**src/verilog/vec_pkg.sv**
```systemverilog
package vec_pkg;

  ////////////////////////////////////////////////////////////
  // Sizes
  ////////////////////////////////////////////////////////////

  localparam int unsigned NR_LANES       = 4;
  localparam int unsigned ELEMS_PER_LANE = 2;
  // Element e sits in lane e mod NR_LANES, slot e div NR_LANES
  localparam int unsigned NR_ELEMS       = NR_LANES * ELEMS_PER_LANE;
  localparam int unsigned NR_VREGS       = 8;
  localparam int unsigned VREG_W         = $clog2(NR_VREGS);
  localparam int unsigned ELEN           = 32;
  localparam int unsigned ID_WIDTH       = 3;
  localparam int unsigned SLOT_W         = (ELEMS_PER_LANE > 1) ? $clog2(ELEMS_PER_LANE) : 1;

  ////////////////////////////////////////////////////////////
  // Opcodes and states
  ////////////////////////////////////////////////////////////

  // Encodings 8 to 15 are illegal
  typedef enum logic [3:0] {
    OP_VID     = 4'd0,
    OP_VSPLAT  = 4'd1,
    OP_VADD    = 4'd2,
    OP_VSUB    = 4'd3,
    OP_VMUL    = 4'd4,
    OP_VXOR    = 4'd5,
    OP_VREDSUM = 4'd6,
    OP_VEXT    = 4'd7
  } vec_op_e;

  typedef enum logic [1:0] {
    LANE_IDLE = 2'd0,
    LANE_EXEC = 2'd1,
    LANE_DONE = 2'd2
  } lane_state_e;

  ////////////////////////////////////////////////////////////
  // Structs
  ////////////////////////////////////////////////////////////

  typedef logic [VREG_W-1:0] vreg_idx_t;

  typedef struct packed {
    vec_op_e               op;
    vreg_idx_t             vd;
    vreg_idx_t             vs1;
    vreg_idx_t             vs2;
    logic [ELEN-1:0]       scalar;
    logic [ID_WIDTH-1:0]   id;
  } acc_req_t;

  typedef struct packed {
    logic [ELEN-1:0]       result;
    logic                  err;
    logic [ID_WIDTH-1:0]   id;
  } acc_resp_t;

  typedef struct packed {
    vec_op_e               op;
    vreg_idx_t             vd;
    vreg_idx_t             vs1;
    vreg_idx_t             vs2;
    logic [ELEN-1:0]       scalar;
  } lane_cmd_t;

  // Reduction sum, or extracted element with hit set
  typedef struct packed {
    logic [ELEN-1:0]       data;
    logic                  hit;
  } lane_part_t;

endpackage : vec_pkg
```
**src/verilog/vec_dispatcher.sv**
```systemverilog
`timescale 1ns/1ps

module vec_dispatcher (
  input  logic                          clk_i,
  input  logic                          rst_n_i,
  // Scalar-side request port
  input  logic                          req_valid_i,
  input  vec_pkg::acc_req_t             req_i,
  output logic                          req_ready_o,
  // Status from the back end
  input  logic                          lanes_idle_i,
  input  logic                          coll_idle_i,
  // Lane broadcast
  output logic                          cmd_valid_o,
  output vec_pkg::lane_cmd_t            cmd_o,
  // Collector start
  output logic                          start_o,
  output logic                          err_start_o,
  output logic [vec_pkg::ID_WIDTH-1:0]  id_o
);

  import vec_pkg::*;

  logic                 busy_q;
  logic                 ready;
  logic                 accept;
  logic                 legal;
  logic                 cmd_valid_q;
  logic                 err_start_q;
  lane_cmd_t            cmd_q;
  logic [ID_WIDTH-1:0]  id_q;

  // Busy covers the cycle before lanes or collector report activity
  assign ready  = lanes_idle_i & coll_idle_i & ~busy_q;
  assign accept = req_valid_i & ready;

  ////////////////////////////////////////////////////////////
  // Decode
  ////////////////////////////////////////////////////////////

  always_comb begin
    case (req_i.op)
      OP_VID, OP_VSPLAT, OP_VADD, OP_VSUB,
      OP_VMUL, OP_VXOR, OP_VREDSUM: legal = 1'b1;
      // Index must address an existing element
      OP_VEXT: legal = (req_i.scalar < ELEN'(NR_ELEMS));
      default: legal = 1'b0;
    endcase
  end

  ////////////////////////////////////////////////////////////
  // Registered broadcast
  ////////////////////////////////////////////////////////////

  always_ff @(posedge clk_i) begin
    if (!rst_n_i) begin
      busy_q      <= 1'b0;
      cmd_valid_q <= 1'b0;
      err_start_q <= 1'b0;
    end else begin
      busy_q      <= accept;
      cmd_valid_q <= accept & legal;
      err_start_q <= accept & ~legal;
    end
  end

  always_ff @(posedge clk_i) begin
    if (accept) begin
      cmd_q <= '{op: req_i.op, vd: req_i.vd, vs1: req_i.vs1, vs2: req_i.vs2,
                 scalar: req_i.scalar};
      id_q  <= req_i.id;
    end
  end

  assign req_ready_o = ready;
  assign cmd_valid_o = cmd_valid_q;
  assign cmd_o       = cmd_q;
  assign start_o     = cmd_valid_q;
  assign err_start_o = err_start_q;
  assign id_o        = id_q;

  // Lanes must still be idle when the broadcast lands
  a_cmd_lanes_idle: assert property (@(posedge clk_i) disable iff (!rst_n_i)
    cmd_valid_o |-> lanes_idle_i);

endmodule : vec_dispatcher

```
**config.mk**
```make
export PLATFORM = sky130hd
export DESIGN_NAME = vec_dispatcher
export DESIGN_NICKNAME = d
export VERILOG_FILES = /design/src/verilog/vec_pkg.sv /design/src/verilog/vec_dispatcher.sv
export SDC_FILE = /design/constraint.sdc
export NUM_CORES = 1
export LEC_CHECK = 0
export BUFFER_PORTS_ARGS = -buffer_cell sky130_fd_sc_hd__clkbuf_2
export CAP_MARGIN = 10
export CORE_MARGIN = 3
export CORE_UTILIZATION = 25
export DETAILED_ROUTE_END_ITERATION = 12
export GPL_ROUTABILITY_DRIVEN = 0
export HOLD_SLACK_MARGIN = 0.02
export SYNTH_ARGS = -nofsm -noshare
export SYNTH_HDL_FRONTEND = slang
export SYNTH_SLANG_ARGS = --single-unit
```
**constraint.sdc**
```tcl
create_clock -name clk_i -period 6 [get_ports clk_i]
set_input_delay 0.9 -clock clk_i [delete_from_list [all_inputs] [get_ports clk_i]]
set_output_delay 0.9 -clock clk_i [all_outputs]
set_load 0.1 [all_outputs]
```
==> reports/results.md <==
## Run status
* result of the run: complete, no violations

## STA
* part of the cycle the worst path needs: 41.1%
* transition at the pin with the smallest max-transition slack: 1120 ps
* clock skew: 3.96 ps
* Max Clk Rate: 406 MHz
* Max-slew headroom: 25.2%
* unrepaired setup endpoints after global routing: no
* Setup Total Neg Slack: 0 ps
* final period demand of the worst path: 2470 ps
* count of endpoints failing hold in the final timing report: 0
* number of endpoints failing setup at the final stage: 0
* max-slew violation count: 0

## Power and ir drop
* worst IR drop on VDD: 0.0986 mV
* power density normalized to cell area: 318 nW/um^2
* static leakage power: 0.988 nW

## Layout
* Antenna Diode Count: 0
* Layout Utilization: 38.3%
* number of nets in the final layout: 233
* layout cell share with drive strength beyond 1: 62.4%
* Area growth, synth to finish: 44.6%
* Filler Cells Inserted: 622
* post-route non-filler standard cell count: 256

## Floorplanning
* horizontal extent of the die: 86.4 um
* DIE AREA: 7470 um^2
* height of the chip: 86.4 um
* number of standard-cell rows in the floorplan: 28
* core region area: 6100 um^2
* Starting Density: 26.5%
* I/O pin total: 105

## Clocking
* number of hold-repair buffers added at the cts stage: 0
* Num CTS Buffers: 5
* CTS tree: built
* clk buf depth: 2
* CTS HTree Levels: 2
* clock latency of the later-clocked register in the worst-skew pair: 290 ps
* CTS sink cnt: 51
* PostCTS Resize Cnt: 0
* clock transition at the registers of the reported paths: 90 ps
* number of buffers added for setup after CTS: 0
* root cell of the clock tree: sky130_fd_sc_hd__clkbuf_8

## Setup path
* startpoint kind of the worst setup timing path: input pin
* critical setup path kind: in -> out
* element type at the critical path end: output pin
* Req. time, crit path: 5100 ps
* maximum fanout along the worst path: 2
* arrival time of data at the critical path endpoint: 1570 ps

## Detailed routing
* Routed Antenna Nets: 0
* Avg Vias per Cell: 4.13
* Post-route DRC: 0
* average wire per cell in the routed design: 14.3 um
* total number of vias: 1058
* detailed-router iteration count before antenna repair: 4
* routed wire length: 3.66 mm
* first-iteration detailed-routing DRC count: 37

## Logic synthesis
* Seq cells post-synth: 51
* top-area cell type share of the netlist area: 89.2%
* Mapped Cells: 70
* most area-consuming cells after synthesis: sky130_fd_sc_hd__edfxtp_1 (89%), sky130_fd_sc_hd__dfxtp_1 (3.7%), sky130_fd_sc_hd__nor4_1 (2.3%)
* largest area contributor in the netlist: sky130_fd_sc_hd__edfxtp_1
* number of distinct library cells after synthesis: 12
* sequential share of the synthesized area: 92.9%
* count of yosys warnings during synthesis: 0
* syn nets: 123
* synthesized area per cell: 23.1 um^2
* post-synthesis instance area: 1620 um^2

## Global routing
* pin count of the biggest net entering global routing: 50
* via count of the first global-routing pass: 1092
* wire length of the first global-routing pass: 5.43 mm
* total overflow reported by the global router: 0
* antenna violations before repair: 0
* GR Util All Layers: 9.55%

## Placement
* placed instance count: 248
* number of port buffers: 104

## Job
* reported max-cap violation count: 0

## Worst hold path
* Hold Path Class: in -> reg

==> synth_stat cells (all sizes together) <==
| cell type | number |
|---|---|
| nor3 | 2 |
| nor4 | 6 |
| inv | 1 |
| o2111a | 1 |
| buf | 1 |
| dfxtp | 3 |
| and4b | 1 |
| edfxtp | 48 |
| o21a | 1 |
| nor2 | 2 |
| nand4 | 2 |
| nand2 | 2 |
==> flip-flops by register name, summed over array words and instances (netlist names) <==
signal       flops
id_o             3
cmd_valid_o      1
cmd_o           45
busy_q           1
err_start_o      1
==> placed cells by master, fill, tap and decap left out, drive strengths merged <==
cell type,Yosys,layout
and4b,1,1
bufinv,0,1
clkbuf,0,109
clkinv,0,2
dfxtp,3,3
edfxtp,48,48
inv,1,1
nand2,2,2
nand4,2,2
nor2,2,2
nor3,2,2
nor4,6,6
o2111a,1,1
o21a,1,1
==> worst max-delay path, stage by stage <==
cell and delay [ps]:
sky130_fd_sc_hd__clkbuf_2 80, sky130_fd_sc_hd__nand2_1 40, sky130_fd_sc_hd__nor2_1 80, sky130_fd_sc_hd__clkbuf_2 460
==> where the power goes <==
| group | switching [mW] | total, mW | internal [mW] |
|---|---|---|---|
| combinational | 0.0851 | 0.104 | 0.0189 |
| sequential | 0.00249 | 0.403 | 0.401 |
| clock | 0.112 | 0.236 | 0.124 |
==> routing by layer <==
| layer | share of wire, % | global-route usage (%) | vias up |
|---|---|---|---|
| met1 | 41 | 11.6 | 488 |
| met4 | 0.36 | 2.83 | 0 |
| met2 | 50 | 15.4 | 63 |
| li1 | - | - | 505 |
| met3 | 8.5 | 4.18 | 2 |
| met5 | 0 | 0 | - |
==> path summary, 6_finish.rpt <==
path | cells past startpoint | to | start | slack, ps
hold reg to reg | 1 | cmd_o[44] | busy_q | 1260
setup reg to reg | 3 | cmd_valid_o | busy_q | 4170
hold / removal | 1 | cmd_o[36] | req_i[39] | 770
setup / recovery | 4 | req_ready_o | lanes_idle_i | 3530
==> cell families after synthesis <==
| logic type | synth area share (%) |
|---|---|
| AOI/OAI and AO/OA | 1.16 |
| DFF | 92.9 |
| and+or+nand+nor | 5.26 |
| buffers and inverters | 0.697 |
==> metrics by stage <==
step	hold WS, ps	instance area, um^2	power, mW	worst slack, ps
6_report	772	2340	0.743	3530
5_1_grt	744	2340	0.774	3480
4_1_cts	759	2340	0.751	3530
3_5_place_dp	1080	2220	0.516	3480
3_3_place_gp	1080	2220	0.516	3530
2_1_floorplan	979	1620	0.486	2900
==> layout make-up <==
type / count / area (um^2) / share of cell area [%]
flip-flops and latches: 51 / 1500 / 64.2
clock inverters: 3 / 43.8 / 1.87
repair buffers: 104 / 520 / 22.3
well taps: 75 / 93.8 / 4.01
multi-input cells: 17 / 105 / 4.50
clock buffers: 5 / 68.8 / 2.94
inverters: 1 / 3.75 / 0.161
Power figures use the tool's default switching activity.
