==> config.mk <==
export PLATFORM = sky130hd
export DESIGN_NAME = vec_lane
export DESIGN_NICKNAME = d
export VERILOG_FILES = /design/src/verilog/vec_pkg.sv /design/src/verilog/vec_lane.sv
export SDC_FILE = /design/constraint.sdc
export NUM_CORES = 2
export LEC_CHECK = 0
export CORE_MARGIN = 8
export CORE_UTILIZATION = 50
export CTS_BUF_LIST = sky130_fd_sc_hd__clkbuf_8
export CTS_CLUSTER_DIAMETER = 100
export DETAILED_ROUTE_END_ITERATION = 7
export DONT_BUFFER_PORTS = 1
export PLACE_DENSITY = 0.75
export RECOVER_POWER = 50
export SETUP_SLACK_MARGIN = 0.1
export SLEW_MARGIN = 20
export SYNTH_ARGS = -nofsm -noshare
export SYNTH_HDL_FRONTEND = slang
export SYNTH_SLANG_ARGS = --single-unit
export TNS_END_PERCENT = 100
==> constraint.sdc <==
create_clock -name clk_i -period 10.86 [get_ports clk_i]
set_clock_uncertainty 0.1 [all_clocks]
set_input_delay 2.172 -clock clk_i [delete_from_list [all_inputs] [get_ports clk_i]]
set_output_delay 2.172 -clock clk_i [all_outputs]
set_load 0.02 [all_outputs]
==> src/verilog/vec_pkg.sv <==
package vec_pkg;

  ////////////////////////////////////////////////////////////
  // Sizes
  ////////////////////////////////////////////////////////////

  localparam int unsigned NR_LANES       = 4;
  localparam int unsigned ELEMS_PER_LANE = 2;
  // Element e sits in lane e mod NR_LANES, slot e div NR_LANES
  localparam int unsigned NR_ELEMS       = NR_LANES * ELEMS_PER_LANE;
  localparam int unsigned NR_VREGS       = 8;
  localparam int unsigned VREG_W         = $clog2(NR_VREGS);
  localparam int unsigned ELEN           = 32;
  localparam int unsigned ID_WIDTH       = 3;
  localparam int unsigned SLOT_W         = (ELEMS_PER_LANE > 1) ? $clog2(ELEMS_PER_LANE) : 1;

  ////////////////////////////////////////////////////////////
  // Opcodes and states
  ////////////////////////////////////////////////////////////

  // Encodings 8 to 15 are illegal
  typedef enum logic [3:0] {
    OP_VID     = 4'd0,
    OP_VSPLAT  = 4'd1,
    OP_VADD    = 4'd2,
    OP_VSUB    = 4'd3,
    OP_VMUL    = 4'd4,
    OP_VXOR    = 4'd5,
    OP_VREDSUM = 4'd6,
    OP_VEXT    = 4'd7
  } vec_op_e;

  typedef enum logic [1:0] {
    LANE_IDLE = 2'd0,
    LANE_EXEC = 2'd1,
    LANE_DONE = 2'd2
  } lane_state_e;

  ////////////////////////////////////////////////////////////
  // Structs
  ////////////////////////////////////////////////////////////

  typedef logic [VREG_W-1:0] vreg_idx_t;

  typedef struct packed {
    vec_op_e               op;
    vreg_idx_t             vd;
    vreg_idx_t             vs1;
    vreg_idx_t             vs2;
    logic [ELEN-1:0]       scalar;
    logic [ID_WIDTH-1:0]   id;
  } acc_req_t;

  typedef struct packed {
    logic [ELEN-1:0]       result;
    logic                  err;
    logic [ID_WIDTH-1:0]   id;
  } acc_resp_t;

  typedef struct packed {
    vec_op_e               op;
    vreg_idx_t             vd;
    vreg_idx_t             vs1;
    vreg_idx_t             vs2;
    logic [ELEN-1:0]       scalar;
  } lane_cmd_t;

  // Reduction sum, or extracted element with hit set
  typedef struct packed {
    logic [ELEN-1:0]       data;
    logic                  hit;
  } lane_part_t;

endpackage : vec_pkg
==> src/verilog/vec_lane.sv <==
`timescale 1ns/1ps

module vec_lane #(
  parameter int unsigned LaneIdx = 0
) (
  input  logic                 clk_i,
  input  logic                 rst_n_i,
  input  logic                 cmd_valid_i,
  input  vec_pkg::lane_cmd_t   cmd_i,
  output logic                 idle_o,
  output logic                 done_o,
  output vec_pkg::lane_part_t  part_o
);

  import vec_pkg::*;

  lane_state_e        state_q;
  logic [SLOT_W-1:0]  slot_q;
  lane_cmd_t          cmd_q;
  lane_part_t         part_q;
  logic [ELEN-1:0]    vrf_q [NR_VREGS][ELEMS_PER_LANE];

  logic [ELEN-1:0]    elem_idx;
  logic [ELEN-1:0]    op_a;
  logic [ELEN-1:0]    op_b;
  logic [ELEN-1:0]    alu_res;
  logic               alu_we;

  // Global element number of the current slot
  assign elem_idx = ELEN'(slot_q) * ELEN'(NR_LANES) + ELEN'(LaneIdx);
  assign op_a     = vrf_q[cmd_q.vs1][slot_q];
  assign op_b     = vrf_q[cmd_q.vs2][slot_q];

  ////////////////////////////////////////////////////////////
  // Element ALU
  ////////////////////////////////////////////////////////////

  always_comb begin
    alu_res = '0;
    alu_we  = 1'b1;
    case (cmd_q.op)
      OP_VID:    alu_res = elem_idx;
      OP_VSPLAT: alu_res = cmd_q.scalar;
      OP_VADD:   alu_res = op_a + op_b;
      OP_VSUB:   alu_res = op_a - op_b;
      OP_VMUL:   alu_res = op_a * op_b;
      OP_VXOR:   alu_res = op_a ^ op_b;
      // Reductions and extracts leave the registers alone
      default:   alu_we = 1'b0;
    endcase
  end

  always_ff @(posedge clk_i) begin
    if (!rst_n_i) begin
      for (int r = 0; r < NR_VREGS; r++) begin
        for (int s = 0; s < ELEMS_PER_LANE; s++) begin
          vrf_q[r][s] <= '0;
        end
      end
    end else if (state_q == LANE_EXEC && alu_we) begin
      vrf_q[cmd_q.vd][slot_q] <= alu_res;
    end
  end

  ////////////////////////////////////////////////////////////
  // Sequencer
  ////////////////////////////////////////////////////////////

  always_ff @(posedge clk_i) begin
    if (state_q == LANE_IDLE && cmd_valid_i) begin
      cmd_q <= cmd_i;
    end
  end

  always_ff @(posedge clk_i) begin
    if (!rst_n_i) begin
      state_q <= LANE_IDLE;
      slot_q  <= '0;
      part_q  <= '0;
    end else begin
      case (state_q)
        LANE_IDLE: begin
          if (cmd_valid_i) begin
            state_q <= LANE_EXEC;
            slot_q  <= '0;
            part_q  <= '0;
          end
        end
        LANE_EXEC: begin
          if (cmd_q.op == OP_VREDSUM) begin
            part_q.data <= part_q.data + op_a;
          end
          if (cmd_q.op == OP_VEXT && elem_idx == cmd_q.scalar) begin
            part_q.hit  <= 1'b1;
            part_q.data <= op_a;
          end
          if (slot_q == SLOT_W'(ELEMS_PER_LANE - 1)) begin
            state_q <= LANE_DONE;
          end else begin
            slot_q <= slot_q + 1'b1;
          end
        end
        default: state_q <= LANE_IDLE;
      endcase
    end
  end

  assign idle_o = (state_q == LANE_IDLE);
  assign done_o = (state_q == LANE_DONE);
  assign part_o = part_q;

  a_done_pulse: assert property (@(posedge clk_i) disable iff (!rst_n_i)
    done_o |-> $past(state_q == LANE_EXEC) ##1 !done_o);

endmodule : vec_lane

==> summary.md <==
| Metric | Value |
|---|---|
| Post-DP HPWL | around 130 mm |
| Synth area leader | edfxtp_1 |
| Hold buffers post-CTS | 0 |
| Final Critical Period | ~10000 ps |
| Commonest non-fill, non-tap cell in the layout | nor2_1 |
| Crit end category | flop |
| Netlist Area Pre-Place | 49500 µm² |
| Syn Area/Cell | 11.1 µm² |
| Die width | 331 µm |
| Synth area leaders | edfxtp_1 (34%), fa_1 (17%), mux4_2 (12%), nor2_1 (6.2%), ha_1 (5.1%) |
| Skew-Pair Late Insertion Delay | about 800 ps |
| Post-CTS setup buffers | 0 |
| Worst flop-to-flop path endpoint | vrf_q[7][22] |
| H-tree Lvls | 3 |
| Antenna-violating nets left | 0 |
| Highest clock rate | 95.9 MHz |
| Reg2reg path depth | 33 |
| WP data arrival | 10690 ps |
| CTS tree | built |
| Max-slew violations | around 870 |
| Die extent in y | 331 µm |
| Largest net degree at the start of global routing | between 50 and 60 |
| Area growth from synthesis to layout | 7.38% |
| Vias per std cell | 6.55 |
| CP Capture Point | vrf_q[7][22] |
| DRT Pass-1 Iters | 8 |
| Hold WC Path Type | flop to flop |
| Post-CTS sizing | 0 |
| Initial Utilization | 50.4% |
| Final Hold Viols | 0 |
| Post-synthesis net count | 5120 |
| Placed cells | 5668 |
| Num CTS Buffers | 97 |
| Main synth FF type | edfxtp_1 |
| Synthesis-stage register bit count | 599 |
| Status | complete, but fails checks |
| Fin Hold WS | 348 ps |
| Place WS | 817 ps |
| CP Class | flop to flop |
| Proportion of layout cells with a drive suffix above 1 | between 10 and 15% |
| EDFF count, synth | 557 |
| Failing checks | max-capacitance violations, max-slew violations |
| Finished Layout Cells | 5847 |
| Gr usage total | 32.4% |
| Final setup violation count | 0 |
| CP max stage delay | 590 ps |
| Post-route setup TNS | 0 ps |
| RePlAce Congestion | approximately 1.1 |
| Layout Nets | 5140 |
| Slowest-stage cell, CP | dfxtp_4 |
| CTS clock-pin slew for the worst setup and hold paths | approximately 60 ps |
| YS warnings | 0 |
| Gate Count Post-Synth | 4460 |
| WP data required | 11130 ps |
| CP Max Fanout | 19 |
| Vias | 38300 |
| Period utilization | a little over nine tenths |
| Clock Sinks | between 500 and 600 |
| Slew headroom | -119% |
| Most frequent cells in the layout | nor2_1 (820), edfxtp_1 (557), inv_1 (525), fa_1 (410), nand2_1 (335) |
| Clock tree buffer depth | 3 |
| Residual DRC | 0 |
| WL/cell | 30.3 µm |
| Initial DRC count | around 5500 |
| Core area | 98300 µm² |
| First-pass GRT wire length | 258 mm |
| Post-synth top area share | 33.8% |
| Vias in the first global route | 39000 |
| Rows | about 120 |
| Initial antenna violation count | 7 |
| Setup WS post-layout | 437 ps |
| Tightest Pin Transition | 3280 ps |
| Die area | 109000 µm² |
| Worst Setup Start Kind | flop |
| Drt total wl | 177 mm |
| IO Port Bufs | 0 |
| Ys async rst share | 0% |
| I/O Pins | 83 |
| Synth unique cells | 82 |
| R2R Setup Slk | ~440 ps |
| Post-synthesis sequential area ratio | between 30% and 40% |
| GR Overflow Total | 0 |
| CTS Root Cell | clkbuf_8 |
| RSZ-0062 raised after global routing | false |
| Max cap viols | 28 |
[stage by stage]
stage | cell area, µm² | util (%)
4_1_cts | 53300 | 54.2
2_1_floorplan | 49500 | -
6_report | 53200 | 54.1
5_1_grt | 53100 | 54.1
3_3_place_gp | 51500 | 52.4
3_5_place_dp | 51500 | 52.4
[registers in the layout, indices dropped and copies added (netlist names), named ones only]
name     count
vrf_q      512
cmd_q       45
part_o      33
state_q      2
slot_q       1
[layout make-up]
| class | instances | area (µm²) |
|---|---|---|
| Sequential cell | 599 | 17600 |
| Timing Repair Buffer | 202 | 1480 |
| Antenna cell | 6 | 15.0 |
| Multi-Input combinational cell | 3076 | 28800 |
| Tap cell | 1287 | 1610 |
| Fill cell | 8302 | 45100 |
| Clock buffer | 97 | 1340 |
| Clock inverter | 76 | 405 |
| Inverter | 504 | 1890 |
[routing by layer]
metal	vias to the layer above	GRT usage (%)	part of all wire [%]
li1	15400	-	-
met1	19000	40.1	34
met2	3150	49.4	44
met3	766	9.83	14
met4	6	20.3	7.7
met5	-	1.09	0.14
[worst min path at each step]
stage | from | endpoint | slack (ps) | cells after the start
CTS | cmd_q[37] | flop | 360 | 2
global placement | cmd_q[34] | flop | 330 | 2
floorplan | cmd_q[35] | flop | 320 | 2
global route | cmd_q[34] | flop | 380 | 2
detailed placement | cmd_q[37] | flop | 340 | 2
finish | cmd_q[37] | flop | 350 | 2
[critical path: cells and delay by family, from the launching register on]
family	cells	cell delay, ps
xor gates and xnor gates	1	270
muxes	1	560
buffers and inverters	9	1420
adders and majority gates	9	3900
DFF	1	590
and+or+nand+nor	5	890
AOI/OAI and AO/OA	8	2230
[cells in the mapped netlist (all sizes together), types with 5 or more instances]
cell type,count
a22o,23
a31oi,17
nand4,13
a221oi,20
a22oi,36
xor2,42
a21boi,14
o21bai,11
and3,7
clkbuf,193
nor2,833
a211oi,9
edfxtp,557
a21oi,148
o22ai,6
nor4,15
dfxtp,42
xnor2,111
or3,10
o21ai,113
o211ai,8
nand2b,26
buf,88
xnor3,6
o31ai,10
inv,496
ha,202
nor3,33
mux2,20
o21a,18
nand3,47
a21o,47
and2,42
nand2,347
a31o,5
clkinv,8
o31a,5
or2,14
mux4,275
fa,410
mux2i,42
nor2b,38
nor3b,8
[cell families (layout without fill, tap and decap cells)]
family                     Yosys count  in the layout  share of synthesized area [%]
AOI/OAI and AO/OA                  523            523                           7.10
muxes                              337            337                           13.9
xor gates and xnor gates           159            159                           3.03
DFF                                599            599                           35.5
buffers and inverters              785            879                           6.49
adders and majority gates          612            612                           21.7
other                                0              6                              0
and+or+nand+nor                   1445           1445                           12.3
Power is not shown: default switching activity piles up to over one toggle a cycle in this logic, so the estimate is an artifact.
