## src/verilog/vec_pkg.sv

```systemverilog
package vec_pkg;

  ////////////////////////////////////////////////////////////
  // Sizes
  ////////////////////////////////////////////////////////////

  localparam int unsigned NR_LANES       = 4;
  localparam int unsigned ELEMS_PER_LANE = 2;
  // Element e sits in lane e mod NR_LANES, slot e div NR_LANES
  localparam int unsigned NR_ELEMS       = NR_LANES * ELEMS_PER_LANE;
  localparam int unsigned NR_VREGS       = 8;
  localparam int unsigned VREG_W         = $clog2(NR_VREGS);
  localparam int unsigned ELEN           = 32;
  localparam int unsigned ID_WIDTH       = 3;
  localparam int unsigned SLOT_W         = (ELEMS_PER_LANE > 1) ? $clog2(ELEMS_PER_LANE) : 1;

  ////////////////////////////////////////////////////////////
  // Opcodes and states
  ////////////////////////////////////////////////////////////

  // Encodings 8 to 15 are illegal
  typedef enum logic [3:0] {
    OP_VID     = 4'd0,
    OP_VSPLAT  = 4'd1,
    OP_VADD    = 4'd2,
    OP_VSUB    = 4'd3,
    OP_VMUL    = 4'd4,
    OP_VXOR    = 4'd5,
    OP_VREDSUM = 4'd6,
    OP_VEXT    = 4'd7
  } vec_op_e;

  typedef enum logic [1:0] {
    LANE_IDLE = 2'd0,
    LANE_EXEC = 2'd1,
    LANE_DONE = 2'd2
  } lane_state_e;

  ////////////////////////////////////////////////////////////
  // Structs
  ////////////////////////////////////////////////////////////

  typedef logic [VREG_W-1:0] vreg_idx_t;

  typedef struct packed {
    vec_op_e               op;
    vreg_idx_t             vd;
    vreg_idx_t             vs1;
    vreg_idx_t             vs2;
    logic [ELEN-1:0]       scalar;
    logic [ID_WIDTH-1:0]   id;
  } acc_req_t;

  typedef struct packed {
    logic [ELEN-1:0]       result;
    logic                  err;
    logic [ID_WIDTH-1:0]   id;
  } acc_resp_t;

  typedef struct packed {
    vec_op_e               op;
    vreg_idx_t             vd;
    vreg_idx_t             vs1;
    vreg_idx_t             vs2;
    logic [ELEN-1:0]       scalar;
  } lane_cmd_t;

  // Reduction sum, or extracted element with hit set
  typedef struct packed {
    logic [ELEN-1:0]       data;
    logic                  hit;
  } lane_part_t;

endpackage : vec_pkg
```

## src/verilog/vec_collector.sv

```systemverilog
`timescale 1ns/1ps

module vec_collector (
  input  logic                                          clk_i,
  input  logic                                          rst_n_i,
  input  logic                                          start_i,
  input  logic                                          err_start_i,
  input  logic [vec_pkg::ID_WIDTH-1:0]                  id_i,
  input  logic [vec_pkg::NR_LANES-1:0]                  done_i,
  input  vec_pkg::lane_part_t [vec_pkg::NR_LANES-1:0]   parts_i,
  input  logic                                          resp_ready_i,
  output logic                                          resp_valid_o,
  output vec_pkg::acc_resp_t                            resp_o,
  output logic                                          idle_o
);

  import vec_pkg::*;

  logic                 pending_q;
  logic                 resp_valid_q;
  logic [ID_WIDTH-1:0]  id_q;
  acc_resp_t            resp_q;

  logic [ELEN-1:0]      part_sum;
  logic [ELEN-1:0]      ext_elem;
  logic                 any_hit;
  logic [ELEN-1:0]      combined;
  logic                 all_done;

  ////////////////////////////////////////////////////////////
  // Combine partials
  ////////////////////////////////////////////////////////////

  // Lanes hold zero partials for element-wise ops
  always_comb begin
    part_sum = '0;
    ext_elem = '0;
    any_hit  = 1'b0;
    for (int l = 0; l < NR_LANES; l++) begin
      part_sum = part_sum + parts_i[l].data;
      if (parts_i[l].hit) begin
        any_hit  = 1'b1;
        ext_elem = parts_i[l].data;
      end
    end
  end

  assign combined = any_hit ? ext_elem : part_sum;
  assign all_done = &done_i;

  ////////////////////////////////////////////////////////////
  // Response register
  ////////////////////////////////////////////////////////////

  always_ff @(posedge clk_i) begin
    if (!rst_n_i) begin
      pending_q    <= 1'b0;
      resp_valid_q <= 1'b0;
    end else begin
      if (resp_valid_q && resp_ready_i) begin
        resp_valid_q <= 1'b0;
      end
      if (start_i) begin
        pending_q <= 1'b1;
      end
      if (err_start_i) begin
        resp_valid_q <= 1'b1;
      end else if (pending_q && all_done) begin
        pending_q    <= 1'b0;
        resp_valid_q <= 1'b1;
      end
    end
  end

  always_ff @(posedge clk_i) begin
    if (start_i) begin
      id_q <= id_i;
    end
    if (err_start_i) begin
      resp_q <= '{result: '0, err: 1'b1, id: id_i};
    end else if (pending_q && all_done) begin
      resp_q <= '{result: combined, err: 1'b0, id: id_q};
    end
  end

  assign resp_valid_o = resp_valid_q;
  assign resp_o       = resp_q;
  assign idle_o       = ~pending_q & ~resp_valid_q;

  // Lanes run in lockstep
  a_done_lockstep: assert property (@(posedge clk_i) disable iff (!rst_n_i)
    (done_i == '0) || all_done);

endmodule : vec_collector

```

## config.mk

```make
export PLATFORM = sky130hd
export DESIGN_NAME = vec_collector
export DESIGN_NICKNAME = d
export VERILOG_FILES = /design/src/verilog/vec_pkg.sv /design/src/verilog/vec_collector.sv
export SDC_FILE = /design/constraint.sdc
export NUM_CORES = 1
export LEC_CHECK = 0
export CAP_MARGIN = 20
export CORE_MARGIN = 4
export CORE_UTILIZATION = 70
export CTS_BUF_LIST = sky130_fd_sc_hd__clkbuf_2 sky130_fd_sc_hd__clkbuf_4 sky130_fd_sc_hd__clkbuf_8
export DETAILED_ROUTE_END_ITERATION = 8
export DONT_BUFFER_PORTS = 1
export PLACE_DENSITY = 0.87
export RECOVER_POWER = 50
export SYNTH_ARGS = -nofsm -noshare
export SYNTH_HDL_FRONTEND = slang
export SYNTH_SLANG_ARGS = --single-unit
export TNS_END_PERCENT = 100
```

## constraint.sdc

```tcl
create_clock -name clk_i -period 7.8 [get_ports clk_i]
set_clock_uncertainty 0.2 [all_clocks]
set_input_delay 0.39 -clock clk_i [delete_from_list [all_inputs] [get_ports clk_i]]
set_output_delay 0.39 -clock clk_i [all_outputs]
set_load 0.03 [all_outputs]
```

==> flow_metrics.tcl, run 1 <==
set metrics [dict create \
    status "completed" \
    avgRoutedWirePerCell_um 18.3 \
    cts_hold_buffers 5 \
    critPathKind "input port to flip-flop" \
    ys_seq_area_share_pct 14.0 \
    core_region_area_um2 8720 \
    post-cts-setup-buffers 0 \
    grt_overflow 0 \
    netlist_instances 855 \
    crit_chain "inv_1 > fa_1 > fa_1 > inv_1 > ha_1 > inv_1 > fa_1 > nand2b_1 > a21oi_1 > o21ai_0 > o21ai_0 > a41oi_1 > xor2_1 > o21ai_0" \
    insertion_delay_ps 300 \
    place_worst_setup_slack_ps 3790 \
    gp_congestion 0.983 \
    die_area_um2 10600 \
    ant_nets 0 \
    dr.pass1.iters 5 \
    reg2reg_from "pending_q$_SDFF_PN0_" \
    drtIter0Drc 359 \
    path_delay_family "adder cells" \
    io_pins 182 \
    leakage_nw 3.03 \
    layout.nets 1063 \
    crit_required_ps 7830 \
    fin_util_pct 74.0 \
    io_buffers 0 \
    critPathBufInv 3 \
    critPathLaunch "parts_i[2]" \
    r2r-end "resp_o[35]$_SDFFE_PP0P_" \
    synth_flop_cell "dfxtp_1" \
    synth.distinct_cells 66 \
    worst_slew_pin_slew_ps 1010 \
    htreeDepth 2 \
    antenna_found_initial 0 \
    tns_ps 0 \
    seqCellArea_um2 881 \
    slowest_stage "fa_1" \
    cts_root_buffer "clkbuf_8" \
    numClockSinks 41 \
    vias 5845 \
    p_per_area_nw_per_um2 190 \
    drc 0 \
    final_area_um2 6450 \
    grt_pass1_wl_um 27500 \
    min_from "err_start_i" \
    maxSlewHeadroom_pct 32.3 \
    drv_cap 0 \
    worst_slack_ps 4010 \
    track_usage_pct 32.5 \
    cts_buffer_depth 2 \
    synth_fp_nets 1092 \
    syn_to_final_growth_pct 2.36 \
    ys_ff_latch 41 \
    reg2reg_depth 7 \
    diodes 0 \
    hpwlAfterDp_um 13600 \
    period_minus_slack_ps 3790 \
    vdd_drop_max_mv 0.0959 \
    fin_crit_sh_pct 48.6 \
    max_freq_ghz 0.264 \
    min_to "resp_o[3]$_SDFFE_PP1P_" \
    routed_wl_um 17100 \
    placed_cell_area_um2 6290 \
    synth-warning-count 0 \
    syn_avg_cell_area_um2 7.37 \
    setup_violations 0 \
    grt_max_degree 67 \
    netlist_area_um2 6300 \
    cp_slowest_stage_delay_ps 560 \
    viasPerCell 6.25 \
    worstPathArrival_ps 3820 \
    synth-edff-count 6 \
    ys_top_cells_by_area "fa_1 20%, inv_1 11%, dfxtp_1 11%" \
    async_reset_ff_share_pct 0 \
    cts-buffers-inserted 5 \
    cts.clk_slew.worst_paths_ps 90 \
    hold_path_depth 2 \
    fp.dieH_um 103 \
    hold_viol 0 \
    ctsResizeCount 0 \
    yosysTopAreaCellShare_pct 19.7 \
    cts_tree "done" \
    maxSlewViolCount 0 \
    fillers 699 \
    num_rows 34 \
    final_layout_size_suffix_gt1_share_pct 3.51 \
    grt_pass1_vias 5790 \
    die_x_um 103 \
    crit_fanout 4 \
    multi_input_area_um2 4540 \
    r2r_slack_ps 5290 \
    synth.largest_area_cell "fa_1" \
    grt_setup_unrepaired "no" \
    yosys-top-cells-count "188 x inv_1, 81 x a21oi_1, 76 x nand2_1" \
    synth.most_common_cell "inv_1" \
    start_util_pct 72.3 \
    finalPower_mw 1.22 \
    holdCritPathClass "input port to flip-flop" \
    start_kind "input port" \
    endpoint_kind "flip-flop" \
]
-- routing by layer --
metal / global-route usage, % / routed length, um / vias up
met1: 43.6 / 6890 / 2758
met4: 8.17 / 272 / 0
met3: 5.55 / 1760 / 25
met2: 54.8 / 8160 / 278
met5: 0 / 0 / -
li1: - / - / 2784
-- placed cells by master, fill, tap and decap left out, types with 6 or more instances in the layout --
| master | count |
|---|---|
| inv_1 | 188 |
| a21oi_1 | 81 |
| nand2_1 | 76 |
| fa_1 | 62 |
| nor2_1 | 57 |
| o21ai_0 | 46 |
| dfxtp_1 | 35 |
| a211oi_1 | 34 |
| ha_1 | 31 |
| nand3b_1 | 18 |
| xnor2_1 | 18 |
| nor3_1 | 13 |
| a22oi_1 | 13 |
| o211ai_1 | 12 |
| nand3_1 | 12 |
| and3_1 | 8 |
| a221oi_1 | 8 |
| a21o_1 | 7 |
| nand2b_1 | 7 |
| nand4_1 | 6 |
| o21bai_1 | 6 |
| edfxtp_1 | 6 |
-- worst max-delay path by stage --
stage               cells past startpoint                       to  slack (ps)
floorplan                              12  resp_o[30]$_SDFFE_PP0P_        4200
finish                                 14  resp_o[29]$_SDFFE_PP0P_        4010
global route                           14  resp_o[29]$_SDFFE_PP0P_        3830
CTS                                    14  resp_o[29]$_SDFFE_PP0P_        4080
detailed placement                     14  resp_o[29]$_SDFFE_PP0P_        3790
global placement                       14  resp_o[29]$_SDFFE_PP0P_        3900
-- metrics by stage --
stage          hold WS [ps]  cells
5_1_grt                26.3    935
6_report               27.4    935
3_5_place_dp            272    921
4_1_cts                19.8    934
2_1_floorplan           289    855
3_3_place_gp            270    921
-- registers in the layout (all words and copies together) (netlist names) --
signal        flops
resp_o           36
id_q              3
resp_valid_o      1
pending_q         1
-- logic make-up (layout without fill, tap and decap cells) --
group / Yosys count / count (layout) / synth area share [%]
AO/OA/AOI/OAI: 241 / 241 / 25.0
XOR/XNOR: 23 / 23 / 3.20
adder cells (fa/ha/maj): 93 / 93 / 25.8
buffers and inverters: 233 / 205 / 14.1
flip-flops: 41 / 41 / 14.0
multiplexers: 6 / 6 / 1.09
AND/OR/NAND/NOR: 218 / 218 / 16.8
-- final cells by class --
| cell class | instances | area share [%] |
|---|---|---|
| inverter | 188 | 10.9 |
| clock buffer | 6 | 1.18 |
| clock inverter | 2 | 0.543 |
| tap | 108 | 2.09 |
| multi-input combinational | 581 | 70.4 |
| sequential | 41 | 13.7 |
| timing repair buffer | 9 | 1.20 |
-- power breakdown --
| part | switching [mW] | internal (mW) |
|---|---|---|
| sequential | 0.0113 | 0.220 |
| combinational | 0.478 | 0.332 |
| clock | 0.0844 | 0.0987 |
Power figures use the tool's default switching activity.
==> inputs of run 2 (changes only) <==
--- a/config.mk
+++ b/config.mk
@@ -7,11 +7,11 @@
 export LEC_CHECK = 0
 export CAP_MARGIN = 20
 export CORE_MARGIN = 4
-export CORE_UTILIZATION = 70
+export CORE_UTILIZATION = 68
 export CTS_BUF_LIST = sky130_fd_sc_hd__clkbuf_2 sky130_fd_sc_hd__clkbuf_4 sky130_fd_sc_hd__clkbuf_8
 export DETAILED_ROUTE_END_ITERATION = 8
 export DONT_BUFFER_PORTS = 1
-export PLACE_DENSITY = 0.87
+export PLACE_DENSITY = 0.85
 export RECOVER_POWER = 50
 export SYNTH_ARGS = -nofsm -noshare
 export SYNTH_HDL_FRONTEND = slang
==> constraint.sdc (replaced) <==
create_clock -name clk_i -period 3.83 [get_ports clk_i]
set_clock_uncertainty 0.2 [all_clocks]
set_input_delay 0.1915 -clock clk_i [delete_from_list [all_inputs] [get_ports clk_i]]
set_output_delay 0.1915 -clock clk_i [all_outputs]
set_load 0.03 [all_outputs]
==> run 2 against run 1 <==
  * Flip-flop and latch count did not move
  * Sequential share of layout area fell by 0.41 points
  * Register-to-register slack got worse by 4100 ps
  * Clock-buffer cell count is 1 lower
  * Total power grew 110%
  * Global-route usage rose by 2.5 points
  * Worst setup slack lost 3500 ps
  * Clock power rose by 110%
  * Wire length increased by 10%
  * Via count up 4.6%
==> flow_metrics.tcl, run 2 (synthesis results as in run 1) <==
set metrics [dict create \
    hold_path_depth 4 \
    drv_cap 0 \
    holdCritPathClass "input port to flip-flop" \
    fin_util_pct 74.8 \
    r2r-end "resp_o[35]$_SDFFE_PP0P_" \
    fillers 679 \
    maxSlewHeadroom_pct 24.5 \
    diodes 0 \
    worst_slack_ps 489 \
    grt_overflow 0 \
    htreeDepth 2 \
    start_util_pct 70.9 \
    hpwlAfterDp_um 13900 \
    crit_chain "inv_1 > fa_1 > fa_1 > inv_1 > ha_1 > inv_1 > fa_1 > nand2b_1 > a21oi_1 > o21ai_0 > o21ai_0 > buf_4 > a41oi_1 > xor2_1 > o21ai_0" \
    leakage_nw 3.12 \
    worst_slew_pin_slew_ps 1120 \
    crit_required_ps 3860 \
    max_freq_ghz 0.299 \
    cp_slowest_stage_delay_ps 560 \
    num_rows 34 \
    hold_viol 0 \
    final_layout_size_suffix_gt1_share_pct 3.90 \
    cts_buffer_depth 2 \
    grt_pass1_wl_um 31400 \
    reg2reg_depth 7 \
    avgRoutedWirePerCell_um 19.7 \
    gp_congestion 0.989 \
    largest_reg_flops 36 \
    period_minus_slack_ps 3340 \
    critPathKind "input port to flip-flop" \
    endpoint_kind "flip-flop" \
    vdd_drop_max_mv 0.186 \
    ant_nets 0 \
    die_area_um2 10900 \
    path_delay_family "adder cells" \
    placedCellCount 925 \
    critPathBufInv 4 \
    drc 0 \
    slowest_stage "fa_1" \
    place_worst_setup_slack_ps 189 \
    worstPathArrival_ps 3370 \
    syn_to_final_growth_pct 5.52 \
    insertion_delay_ps 310 \
    setup_violations 0 \
    track_usage_pct 35.0 \
    min_from "parts_i[103]" \
    grt_setup_unrepaired "no" \
    dr.pass1.iters 5 \
    vias 6116 \
    core_region_area_um2 8890 \
    final_cell_mix "188 x inv_1, 81 x a21oi_1, 76 x nand2_1" \
    grt_pass1_vias 6485 \
    maxSlewViolCount 0 \
    cts.clk_slew.worst_paths_ps 90 \
    drtIter0Drc 462 \
    io_pins 182 \
    routed_wl_um 18800 \
    post-cts-setup-buffers 0 \
    numClockSinks 41 \
    fin_crit_sh_pct 87.2 \
    start_kind "input port" \
    reg2reg_from "pending_q$_SDFF_PN0_" \
    status "completed" \
    cts_root_buffer "clkbuf_8" \
    cts_tree "done" \
    crit_fanout 4 \
    layout_commonest_cell "inv_1" \
    viasPerCell 6.41 \
    tns_ps 0 \
    layout.cells.non_filler 954 \
    critPathLaunch "parts_i[2]" \
    io_buffers 0 \
    die_x_um 104 \
    grt_max_degree 67 \
    antenna_found_initial 0 \
    cts-buffers-inserted 5 \
    holdWs_ps 0.0303 \
    layout.nets 1082 \
    r2r_slack_ps 1150 \
    min_to "resp_o[7]$_SDFFE_PP0P_" \
    p_per_area_nw_per_um2 386 \
    fp.dieH_um 104 \
]
## run 2: cell types whose count changed in the layout (fill, tap and decap cells not counted)
cell / previous run / this run
clkinv_2: 1 / 0
dlygate4sd3_1: 5 / 20
clkinvlp_4: 0 / 1
buf_2: 1 / 0
buf_12: 0 / 1
clkinv_4: 0 / 1
clkbuf_4: 1 / 0
buf_4: 3 / 7
## run 2: per-stage QoR
step | area, um2 | total power [mW]
detailed placement | 6320 | 2.14
CTS | 6650 | 2.55
finish | 6650 | 2.57
global placement | 6320 | 2.10
global route | 6650 | 2.80
floorplan | 6300 | 1.82
## run 2: power breakdown
part,switching (mW),total [mW],internal [mW],leakage [nW]
combinational,1.01,1.71,0.709,2.72
sequential,0.0244,0.473,0.449,0.342
clock,0.188,0.383,0.196,0.0543
total,1.22,2.57,1.35,3.12
## run 2: timing repair
action                    CTS  global route
hold buffers               21             0
hold endpoints to repair   43             0
resized for setup           0             0
## run 2: final cells by class
| class | instances | area (um2) | area share, % |
|---|---|---|---|
| Clock buffer | 5 | 68.8 | 1.03 |
| Clock inverter | 3 | 46.3 | 0.696 |
| Inverter | 188 | 706 | 10.6 |
| Multi-Input combinational cell | 581 | 4540 | 68.3 |
| Sequential cell | 41 | 881 | 13.2 |
| Tap cell | 108 | 135 | 2.03 |
| Timing Repair Buffer | 28 | 273 | 4.10 |
## run 2: worst max path at each step
stage                              endpoint  slack, ps  cells after the start
floorplan           resp_o[30]$_SDFFE_PP0P_        420                     12
global placement    resp_o[30]$_SDFFE_PP0P_        250                     12
detailed placement  resp_o[30]$_SDFFE_PP0P_        190                     12
CTS                 resp_o[35]$_SDFFE_PP0P_        520                     14
global route        resp_o[29]$_SDFFE_PP0P_        170                     15
finish              resp_o[29]$_SDFFE_PP0P_        490                     15
## run 2: worst reg2reg max path, cell delays in order (launching register included)
cell and delay [ps]:
dfxtp_1 390, and3_1 190, nand3_1 450, nor2_1 490
nand2_1 380, nor3_1 320, mux2i_1 110, nand3_1 90
## run 2: metal layers
layer	up-vias	wire length (um)	part of all wire, %	global-route usage, %
li1	2821	-	-	-
met1	2882	7340	39	43.5
met2	357	8830	47	57.6
met3	56	1980	11	9.93
met4	0	638	3.4	13.2
met5	-	0	0	0
